<file path="config.mk">
export PLATFORM = sky130hd
export DESIGN_NAME = ScanResult
export DESIGN_NICKNAME = d
export VERILOG_FILES = /design/src/hdl/BitScanPkg.sv /design/src/hdl/ScanResult.sv
export SDC_FILE = /design/constraint.sdc
export NUM_CORES = 1
export LEC_CHECK = 0
export BUFFER_PORTS_ARGS = -buffer_cell sky130_fd_sc_hd__buf_2
export CORE_AREA = 4 4 93 95
export DETAILED_ROUTE_END_ITERATION = 8
export DIE_AREA = 0 0 97 99
export PLACE_DENSITY = 0.74
export SYNTH_ARGS = -nofsm -noshare
export SYNTH_HDL_FRONTEND = slang
export SYNTH_SLANG_ARGS = --single-unit
</file>
<file path="constraint.sdc">
create_clock -name clk -period 1.1 [get_ports clk]
set_input_delay 0.165 -clock clk [delete_from_list [all_inputs] [get_ports clk]]
set_output_delay 0.165 -clock clk [all_outputs]
set_load 0.03 [all_outputs]
</file>
<file path="src/hdl/BitScanPkg.sv">
package BitScanPkg;

	// operand and result words
	localparam int dataWidth = 32;

	// count results, wide enough to hold dataWidth itself
	localparam int countWidth = 6;

	localparam int opWidth = 3; // opcode field

	// opcodes, trailing side first
	localparam logic [opWidth-1:0] opNeg = 3'd0; // two's-complement negation
	localparam logic [opWidth-1:0] opLowIsolate = 3'd1; // lowest set bit only
	localparam logic [opWidth-1:0] opLowMask = 3'd2; // lowest set bit and up
	localparam logic [opWidth-1:0] opTrailZeros = 3'd3; // zeros below lowest set bit

	// leading side, on the reversed word
	localparam logic [opWidth-1:0] opHighIsolate = 3'd4; // highest set bit only
	localparam logic [opWidth-1:0] opHighMask = 3'd5; // highest set bit and down
	localparam logic [opWidth-1:0] opLeadZeros = 3'd6; // zeros above highest set bit

	// code 7 is reserved, result is zero

	// input register plus result register
	localparam int pipeLatency = 2;

	// prefix tree choice
	// 0 serial chain, smallest and slowest
	// 1 brent-kung, about 2*log2(n) levels
	// 2 sklansky, log2(n) levels with high fanout
	localparam int prefixSpeed = 2;

endpackage

</file>
<file path="src/hdl/ScanResult.sv">
`timescale 1ns/100ps

module ScanResult (
	input  logic clk,
	input  logic arstN,
	input  logic valid,                                    // stage strobe
	input  logic [BitScanPkg::opWidth-1:0] op,
	input  logic [BitScanPkg::dataWidth-1:0] data,         // staged operand
	input  logic [BitScanPkg::dataWidth-1:0] lowNeg,
	input  logic [BitScanPkg::dataWidth-1:0] lowIsolate,
	input  logic [BitScanPkg::dataWidth-1:0] lowMask,
	input  logic [BitScanPkg::countWidth-1:0] lowCount,
	input  logic [BitScanPkg::dataWidth-1:0] highIsolate,
	input  logic [BitScanPkg::dataWidth-1:0] highMask,
	input  logic [BitScanPkg::countWidth-1:0] highCount,
	output logic outValid,                                 // one pulse per input
	output logic [BitScanPkg::dataWidth-1:0] outData,
	output logic outZero                                   // operand was zero
);

	import BitScanPkg::*;

	localparam int padWidth = dataWidth - countWidth; // zero fill for counts

	logic [dataWidth-1:0] selData; // word for this opcode
	logic selZero;

	// isolated bits are taken from the word itself
	always_comb begin
		case (op)
			opNeg: selData = lowNeg;
			opLowIsolate: selData = lowIsolate & data;
			opLowMask: selData = lowMask;
			opTrailZeros: selData = {{padWidth{1'b0}}, lowCount};
			opHighIsolate: selData = highIsolate & data;
			opHighMask: selData = highMask;
			opLeadZeros: selData = {{padWidth{1'b0}}, highCount};
			default: selData = '0; // reserved code
		endcase
	end

	// top of the prefix or covers the whole word
	assign selZero = ~lowMask[dataWidth-1];

	always_ff @(posedge clk or negedge arstN) begin
		if (!arstN) begin
			outValid <= 1'b0;
			outData <= '0;
			outZero <= 1'b0;
		end else begin
			outValid <= valid; // no stall, strobe just follows
			if (valid) begin
				outData <= selData;
				outZero <= selZero;
			end
		end
	end

endmodule

</file>
-- Word-level counts from Yosys, hierarchy flattened
Index checks and enable logic that the tools add are counted.
- bits in registers: 34
- bits of input ports: 210
- output and inout port bits: 34
- word-level logic and storage cells: 14
- eq/ne operators: 6
- muxes and demuxes: 1
- bitwise logic cells: 3
- reduce and logical (&&, ||, !) cells: 1
- operators with widths (cell ; number):
    32-bit one-hot mux with 7 select lines ; 1
    32-bit bitwise AND ; 2
    3-bit == test (second input constant) ; 3
    3-bit by 2-bit == test with 1-bit output (second input constant) ; 2
    3-bit by 1-bit == test with 1-bit output (second input constant) ; 1
    3-bit zero test ; 1
    1-bit inverter ; 1

-- Depth between registers and ports, before layout
Gate-level depths: netlist of run 1.
- depth after elaboration: 2
- mapped depth: 8
- gate-level depth less buffers: 4

-- Worst setup path after synthesis of run 1
OpenSTA, ideal clock, no wires.
- kind: input-to-reg
- from: in op[1] (netlist name)
- to: reg outData[10] (netlist name)
- library setup time: 0.141 ns
- arrival: 1.275 ns
- required time: 0.959 ns
- setup slack: -0.316 ns
- stages on the path: 5
- path buffers: 2
- path through: buf_4 > clkbuf_1 > mux2_2 > a222oi_1 > o22ai_1
- word-level cells in the longest chain between the ends: 2
- elaborated cells on any way between the ends: 8
- classes of those cells: eq/ne (6); mux (1); reduce/logical (1)
- ends and longest elaborated chain (item ; line ; source):
    from (decl) ; ScanResult.sv:7 ; input logic [BitScanPkg::opWidth-1:0] op,
    3-bit == test, or another cell as far along ; ScanResult.sv:30 ; case (op)
    32-bit one-hot mux with 7 select lines (*) ; ScanResult.sv:30 ;
    to (signal assigned) ; ScanResult.sv:53 ; outData <= selData;
    to (decl) ; ScanResult.sv:17 ; output logic [BitScanPkg::dataWidth-1:0] outData,
Mark *: on every way between the ends. The rest lies on a longest branch, timed or not.
A chain may end at the register's enable or synchronous reset.

-- Worst setup path in the final report of run 1
- from: in op[0] (netlist name)
- to: reg outData[9] (netlist name)
Same word-level chain as after synthesis.

==> out/qor.txt, run 1 <==
Outcome - finished, final reports clean
P_int - 2.68 mW
Area occupied by multi-input gates - 1660 sq um
Share of cells above drive strength 1 - 0.630
MaxCap Viol Count - 0
Leakage - 2.32 nW
Sequential-to-total area share from yosys stat - 0.323
GPL Wtd Cong - 0.912
Worst EP required - 1.25 ns
Initial core utilization - 0.341
Nets - 751
Peak VDD IR - 0.000432 V
Setup violations, final - 0
Synth area leaders - dfrtp_1, mux2_2, a222oi_1
Yosys warns - 0
Post-route setup slack - 0.00487 ns
Crit. End Element - flop
Worst-margin pin slew - 0.357 ns
First-pass GRT wire length - 17400 um
Fin. Hold Viols - 0
Inserted Clock Buffers - 5
Num Clock Sinks - 34
Yosys top cell by area - dfrtp_1
Critical Path AT - 1.25 ns
HPWL after DPL - 8820 um
Area share of the largest cell type after synthesis - 0.323
Post-synth cell types - 25
Gr usage total - 0.222
Hold WC Path Type - input port to flop
Area growth from synthesis to layout - 72.9%
Port Buffers - 243
Sw power - 1.41 mW
Die height - 99 um
Final wirelength - 11800 um
Clk root buf - clkbuf_8
Vias in the first global route - 3632
Startpoint Class - input port
Number of routed nets with antenna violations - 0
Filler cell count - 684
Clock Power Share - 0.212
Number of register bits inferred by synthesis - 34
CTS clk-pin slew, worst paths - 0.07 ns
Num rows - 32
Largest net degree at the start of global routing - 35
Kind of critical path - input port to flop
Critical Path Fanout Max - 8
Switch share - 0.345
Core ar. - 7730 sq um
Die span in x - 97 um
Power Density - 897 nW/um^2
Max Slew Vio Count - 0
Final core occ - 0.590
Synthesized Nets - 490
Final period util - 0.996
Worst rel slew slack - 0.762
DR WL/cell - 18.4 um
Logic pwr share - 0.434
Drc violations - 0
IO Count - 244
Total gr overflow - 0
Design Area, Final - 4560 sq um
Synth Cell Area - 2640 sq um
# diodes - 0
H-tree Lvls - 2
Via density - 5.37
Worst-Skew Late Latency - 0.27 ns
Initial antenna violation count - 0
Tot Pwr - 4.09 mW
Unrepaired setup endpoints after global routing - true
DRT iter0 DRCs - 132
First drt pass iteration count - 5
Flop pwr share - 0.354
Max Freq - 913 MHz
Vias - 3453
Max Root-Sink Buffers - 2
Minimum clock period - 1.10 ns
Final Skew - 0 ns
CTS tree - built
DP Worst Slack - -0.395 ns
Full die area - 9600 sq um
Syn_area_per_cell - 9.42 sq um
Cells after Synth - 280
Post-route setup TNS - 0 ns
Sequential cell area - 851 sq um
Area post-placement - 4230 sq um
==> metrics by stage <==
stage | hold slack [ns] | instances
CTS | 0.0774 | 637
global placement | 0.140 | 624
finish | 0.0828 | 643
global route | 0.0934 | 643
floorplan | -0.131 | 280
detailed placement | 0.148 | 624
==> registers in the layout (all words and copies together) (netlist names) <==
signal and count:
outZero 1, outValid 1, outData 32
==> cell type report <==
cell class	instances	share of cell area
Clock inverter	2	0.00220
Inverter	28	0.0239
Multi-Input combinational cell	191	0.363
Tap cell	102	0.0280
Timing Repair Buffer	281	0.381
Clock buffer	5	0.0151
Sequential cell	34	0.187
==> worst max-delay path, cell delays in order <==
cell	delay, ns
buf_8	0.10
nor2b_4	0.16
buf_12	0.15
a22o_1	0.23
a222oi_1	0.32
o22ai_1	0.11
==> cell families (layout without fill, tap and decap cells) <==
kind of cell | Yosys count | count (layout) | synth area share
buffers and inverters | 58 | 316 | 0.103
flip-flops | 34 | 34 | 0.323
AND/OR/NAND/NOR | 40 | 43 | 0.0873
AO/OA/AOI/OAI | 115 | 115 | 0.346
multiplexers | 33 | 33 | 0.140
==> routing by layer <==
layer / track usage / vias to the layer above / wire length, um
met4: 0.0572 / 0 / 233
met1: 0.253 / 1621 / 4580
li1: - / 1628 / -
met3: 0.0552 / 17 / 971
met5: 0 / - / 0
met2: 0.413 / 187 / 6040
==> worst paths after layout <==
| check | startpoint | end | depth (start not counted) | slack [ns] |
|---|---|---|---|---|
| max reg2reg | outData[0]$_DFFE_PN0P_ | outData[0]$_DFFE_PN0P_ | 1 | 0.39 |
| max | op[0] | outData[9]$_DFFE_PN0P_ | 6 | 0.005 |
| min in group asynchronous | arstN | outData[22]$_DFFE_PN0P_ | 3 | 0.38 |
| min | lowMask[31] | outZero$_DFFE_PN0P_ | 2 | 0.08 |
| min reg2reg | outData[3]$_DFFE_PN0P_ | outData[3]$_DFFE_PN0P_ | 1 | 0.50 |
| max in group asynchronous | arstN | outData[1]$_DFFE_PN0P_ | 3 | 0.53 |
==> layout by cell type, fill, tap and decap left out, drive strengths merged, types with 7 or more instances in the layout <==
master	n
a222oi	25
a22o	26
a22oi	12
buf	277
clkbuf	8
dfrtp	34
inv	27
mux2	32
nand2	7
nor2b	28
o22ai	26
==> power groups by stage <==
stage | combinational [mW] | clock [mW] | sequential [mW]
2_1_floorplan | 0.643 | 0 | 1.73
3_3_place_gp | 1.63 | 0 | 1.47
3_5_place_dp | 1.67 | 0 | 1.47
4_1_cts | 1.70 | 0.902 | 1.45
5_1_grt | 1.90 | 0.941 | 1.47
6_report | 1.77 | 0.867 | 1.45
==> timing repair <==
action                                  CTS  global route
endpoints found under the hold margin    34             0
setup buffers                             3             2
gates cloned                              2             4
gates resized for setup                   9            22
endpoints found under the setup margin   14            29
hold buffers                              1             0
pin swaps                                 8            33
==> Yosys cell counts <==
| master | n |
|---|---|
| o22a_1 | 6 |
| a22o_1 | 26 |
| o22ai_1 | 26 |
| a222oi_1 | 25 |
| nor2_1 | 2 |
| nand3_1 | 1 |
| mux2_1 | 6 |
| a22oi_1 | 12 |
| dfrtp_1 | 34 |
| a32o_1 | 1 |
| nand2_1 | 7 |
| buf_2 | 11 |
| a21oi_1 | 6 |
| clkbuf_1 | 13 |
| inv_1 | 28 |
| nor2b_1 | 28 |
| and2_4 | 1 |
| a221oi_1 | 6 |
| buf_6 | 5 |
| and2b_1 | 1 |
| mux2i_1 | 1 |
| a31oi_1 | 1 |
| mux2_2 | 26 |
| buf_4 | 1 |
| o21ai_0 | 6 |
(Power assumes the default switching activity.)
==> run 2, diff against run 1 <==
- CELL_PAD_IN_SITES_DETAIL_PLACEMENT: default -> 0
- CELL_PAD_IN_SITES_GLOBAL_PLACEMENT: default -> 2
- CORE_AREA: 4 4 93 95 -> default
- CORE_ASPECT_RATIO: default -> 0.9
- CORE_MARGIN: default -> 4
- CORE_UTILIZATION: default -> 19
- DIE_AREA: 0 0 97 99 -> default
- PLACE_DENSITY: 0.74 -> 0.82
- clock period: 1.1 -> 1.04 ns (I/O delays scaled with it)
==> run 2 against run 1 <==
The run now ends with negative setup slack left. Final area is 9.2% higher. Core utilization fell by 22 points. Cell count rose by 12%. Critical path type unchanged. Critical endpoint is now outData[19]$_DFFE_PN0P_. Clock skew stayed put. Routed wire length rose by 19%. Global-route usage down 5.3 points. Highest routed layer is now met5. Clock power is 78% higher. Hold slack got worse by 0.0038 ns. Setup slack got worse by 0.14 ns.
==> out/qor.txt, run 2 (synthesis gave the netlist of run 1 again) <==
CTS clk-pin slew, worst paths - 0.06 ns (about the same)
MaxCap Viol Count - 0 (unchanged)
Num Clock Sinks - 34 (unchanged)
Most frequent cells in the layout - buf_2, dfrtp_1, inv_1, buf_4
Cell count after placement - 683 (+9.5%)
Reg-to-Reg Start - outData[27]$_DFFE_PN0P_
Biggest regs - outData (32), outValid (1), outZero (1)
Max Root-Sink Buffers - 2 (unchanged)
Largest register by flop count - outData
Initial core utilization - 0.196 (-0.145)
Inserted Clock Buffers - 5 (unchanged)
HPWL after DPL - 9800 um (+11%)
Worst R2R End - outData[27]$_DFFE_PN0P_
Unrepaired setup endpoints after global routing - true
Worst EP required - 1.18 ns (-0.07 ns)
Largest net degree at the start of global routing - 35 (unchanged)
First drt pass iteration count - 5 (unchanged)
Crit. End Element - flop
Number of routed nets with antenna violations - 0 (unchanged)
Most common cell after layout, fill and taps aside - buf_2
Drc violations - 0 (unchanged)
P_int - 3.44 mW (+28%)
Die span in x - 132 um (+36%)
Outcome - finished, violations left
Final cell count without fillers - 723 (+12%)
CTS tree - built
Core ar. - 13500 sq um (+74%)
Crit path launch - op[2]
Final period util - 1.13
Num rows - 40 (+25%)
Vias - 3457 (+0.12%)
Kind of critical path - input port to flop
Minimum clock period - 1.18 ns
First-pass GRT wire length - 20800 um (+19%)
Switch share - 0.329 (-0.0165)
Flop pwr share - 0.299 (-0.055)
Full die area - 15800 sq um (+65%)
Port Buffers - 243 (unchanged)
Tot Pwr - 5.12 mW (+25%)
DRT iter0 DRCs - 213 (+61%)
DP Worst Slack - -0.630 ns (-0.236 ns)
Die height - 120 um (+21%)
Post-route setup TNS - -2.44 ns (-2.44 ns)
Power Density - 1030 nW/um^2 (+15%)
Max Slew Vio Count - 0 (unchanged)
Worst hold slack - 0.0790 ns (-0.00383 ns)
Worst R2R Path Depth - 3 (+2)
Largest register FFs - 32 (unchanged)
H-tree Lvls - 2 (unchanged)
Final Skew - 0 ns (unchanged)
Worst rel slew slack - 0.750 (-0.0121)
Setup violations, final - 32 (+32)
CP Capture Point - outData[19]$_DFFE_PN0P_
Initial antenna violation count - 1 (+1)
Critical Path AT - 1.32 ns (+0.07 ns)
Total gr overflow - 0 (unchanged)
Final wirelength - 14100 um (+19%)
Gr usage total - 0.170 (-0.0525)
Worst-Skew Late Latency - 0.28 ns (about the same)
Max Freq - 849 MHz
IO Count - 244 (unchanged)
DR WL/cell - 19.4 um (+5.8%)
Post-route setup slack - -0.137 ns (-0.142 ns)
Startpoint Class - input port
Clk root buf - clkbuf_16
# diodes - 0 (unchanged)
Vias in the first global route - 3775 (+3.9%)
Logic pwr share - 0.402 (-0.032)
Failing checks - negative setup slack
FF-to-FF setup slack - 0.28 ns (-0.11 ns)
Hold WC Path Type - input port to flop
Worst-margin pin slew - 0.375 ns (+0.0185 ns)
Critical Path Fanout Max - 6 (-2)
Peak VDD IR - 0.000503 V (+16%)
Leakage - 2.48 nW (+7.0%)
Sw power - 1.68 mW (+19%)
Via density - 4.78 (-11%)
Nets - 764 (+1.7%)
Clock Power Share - 0.300 (+0.088)
GPL Wtd Cong - 0.850 (-6.8%)
Cell depth of the worst hold path - 2 (unchanged)
Share of cells above drive strength 1 - 0.647 (+0.0165)
Fin. Hold Viols - 0 (unchanged)
Area growth from synthesis to layout - 88.8%
-- run 2: changes by cell type in the layout (fill, tap and decap cells not counted), sizes merged --
| cell | change |
|---|---|
| inv | +1 |
| nor2b | +1 |
| clkinv | -1 |
| bufbuf | +2 |
| and2 | -2 |
| clkinvlp | -1 |
| buf | +14 |
-- run 2: repair_timing --
action / CTS / global route
pin swaps: 31 / 36
gates cloned: 7 / 1
setup endpoints to repair: 33 / 34
endpoints found under the hold margin: 34 / 0
resized for setup: 30 / 20
hold buffers: 1 / 0
setup buffers: 21 / 5
-- run 2: critical path: stages --
cell and delay, ns:
buf_12 0.10, buf_12 0.11, nor2b_4 0.15, buf_8 0.14, a22o_1 0.17, a222oi_1 0.38, o22ai_1 0.11
-- run 2: final cells by class --
class / instances / area [sq um]
fillers: 1401 / 8490
repair buffers: 295 / 1970
multi-input cells: 190 / 1690
flip-flops and latches: 34 / 851
well taps: 168 / 210
clock buffers: 7 / 143
inverters: 28 / 105
clock inverters: 1 / 5.00
-- run 2: routing by layer --
layer	global-route usage	up-vias	share of wire
li1	-	1652	-
met1	0.202	1616	0.41
met2	0.300	170	0.49
met3	0.0461	17	0.076
met4	0.0472	2	0.017
met5	0	-	0.00050
-- run 2: power by group through the flow --
stage | clock [mW] | combinational [mW] | sequential, mW
global route | 1.65 | 2.21 | 1.54
CTS | 1.62 | 2.03 | 1.53
floorplan | 0 | 0.681 | 1.83
finish | 1.54 | 2.06 | 1.53
detailed placement | 0 | 1.77 | 1.55
global placement | 0 | 1.75 | 1.55
-- run 2: worst min-delay path by stage --
stage | startpoint | end | slack [ns]
floorplan | arstN | outData[0]$_DFFE_PN0P_ | -0.14
global placement | arstN | outData[24]$_DFFE_PN0P_ | 0.14
detailed placement | arstN | outData[24]$_DFFE_PN0P_ | 0.14
CTS | lowMask[31] | outZero$_DFFE_PN0P_ | 0.07
global route | lowMask[31] | outZero$_DFFE_PN0P_ | 0.08
finish | lowMask[31] | outZero$_DFFE_PN0P_ | 0.08
-- run 2: per-stage QoR --
| stage | cell area (sq um) | util |
|---|---|---|
| 2_1_floorplan | 2760 | - |
| 5_1_grt | 4980 | 0.370 |
| 6_report | 4980 | 0.370 |
| 4_1_cts | 4900 | 0.364 |
| 3_5_place_dp | 4240 | 0.315 |
| 3_3_place_gp | 4240 | 0.315 |
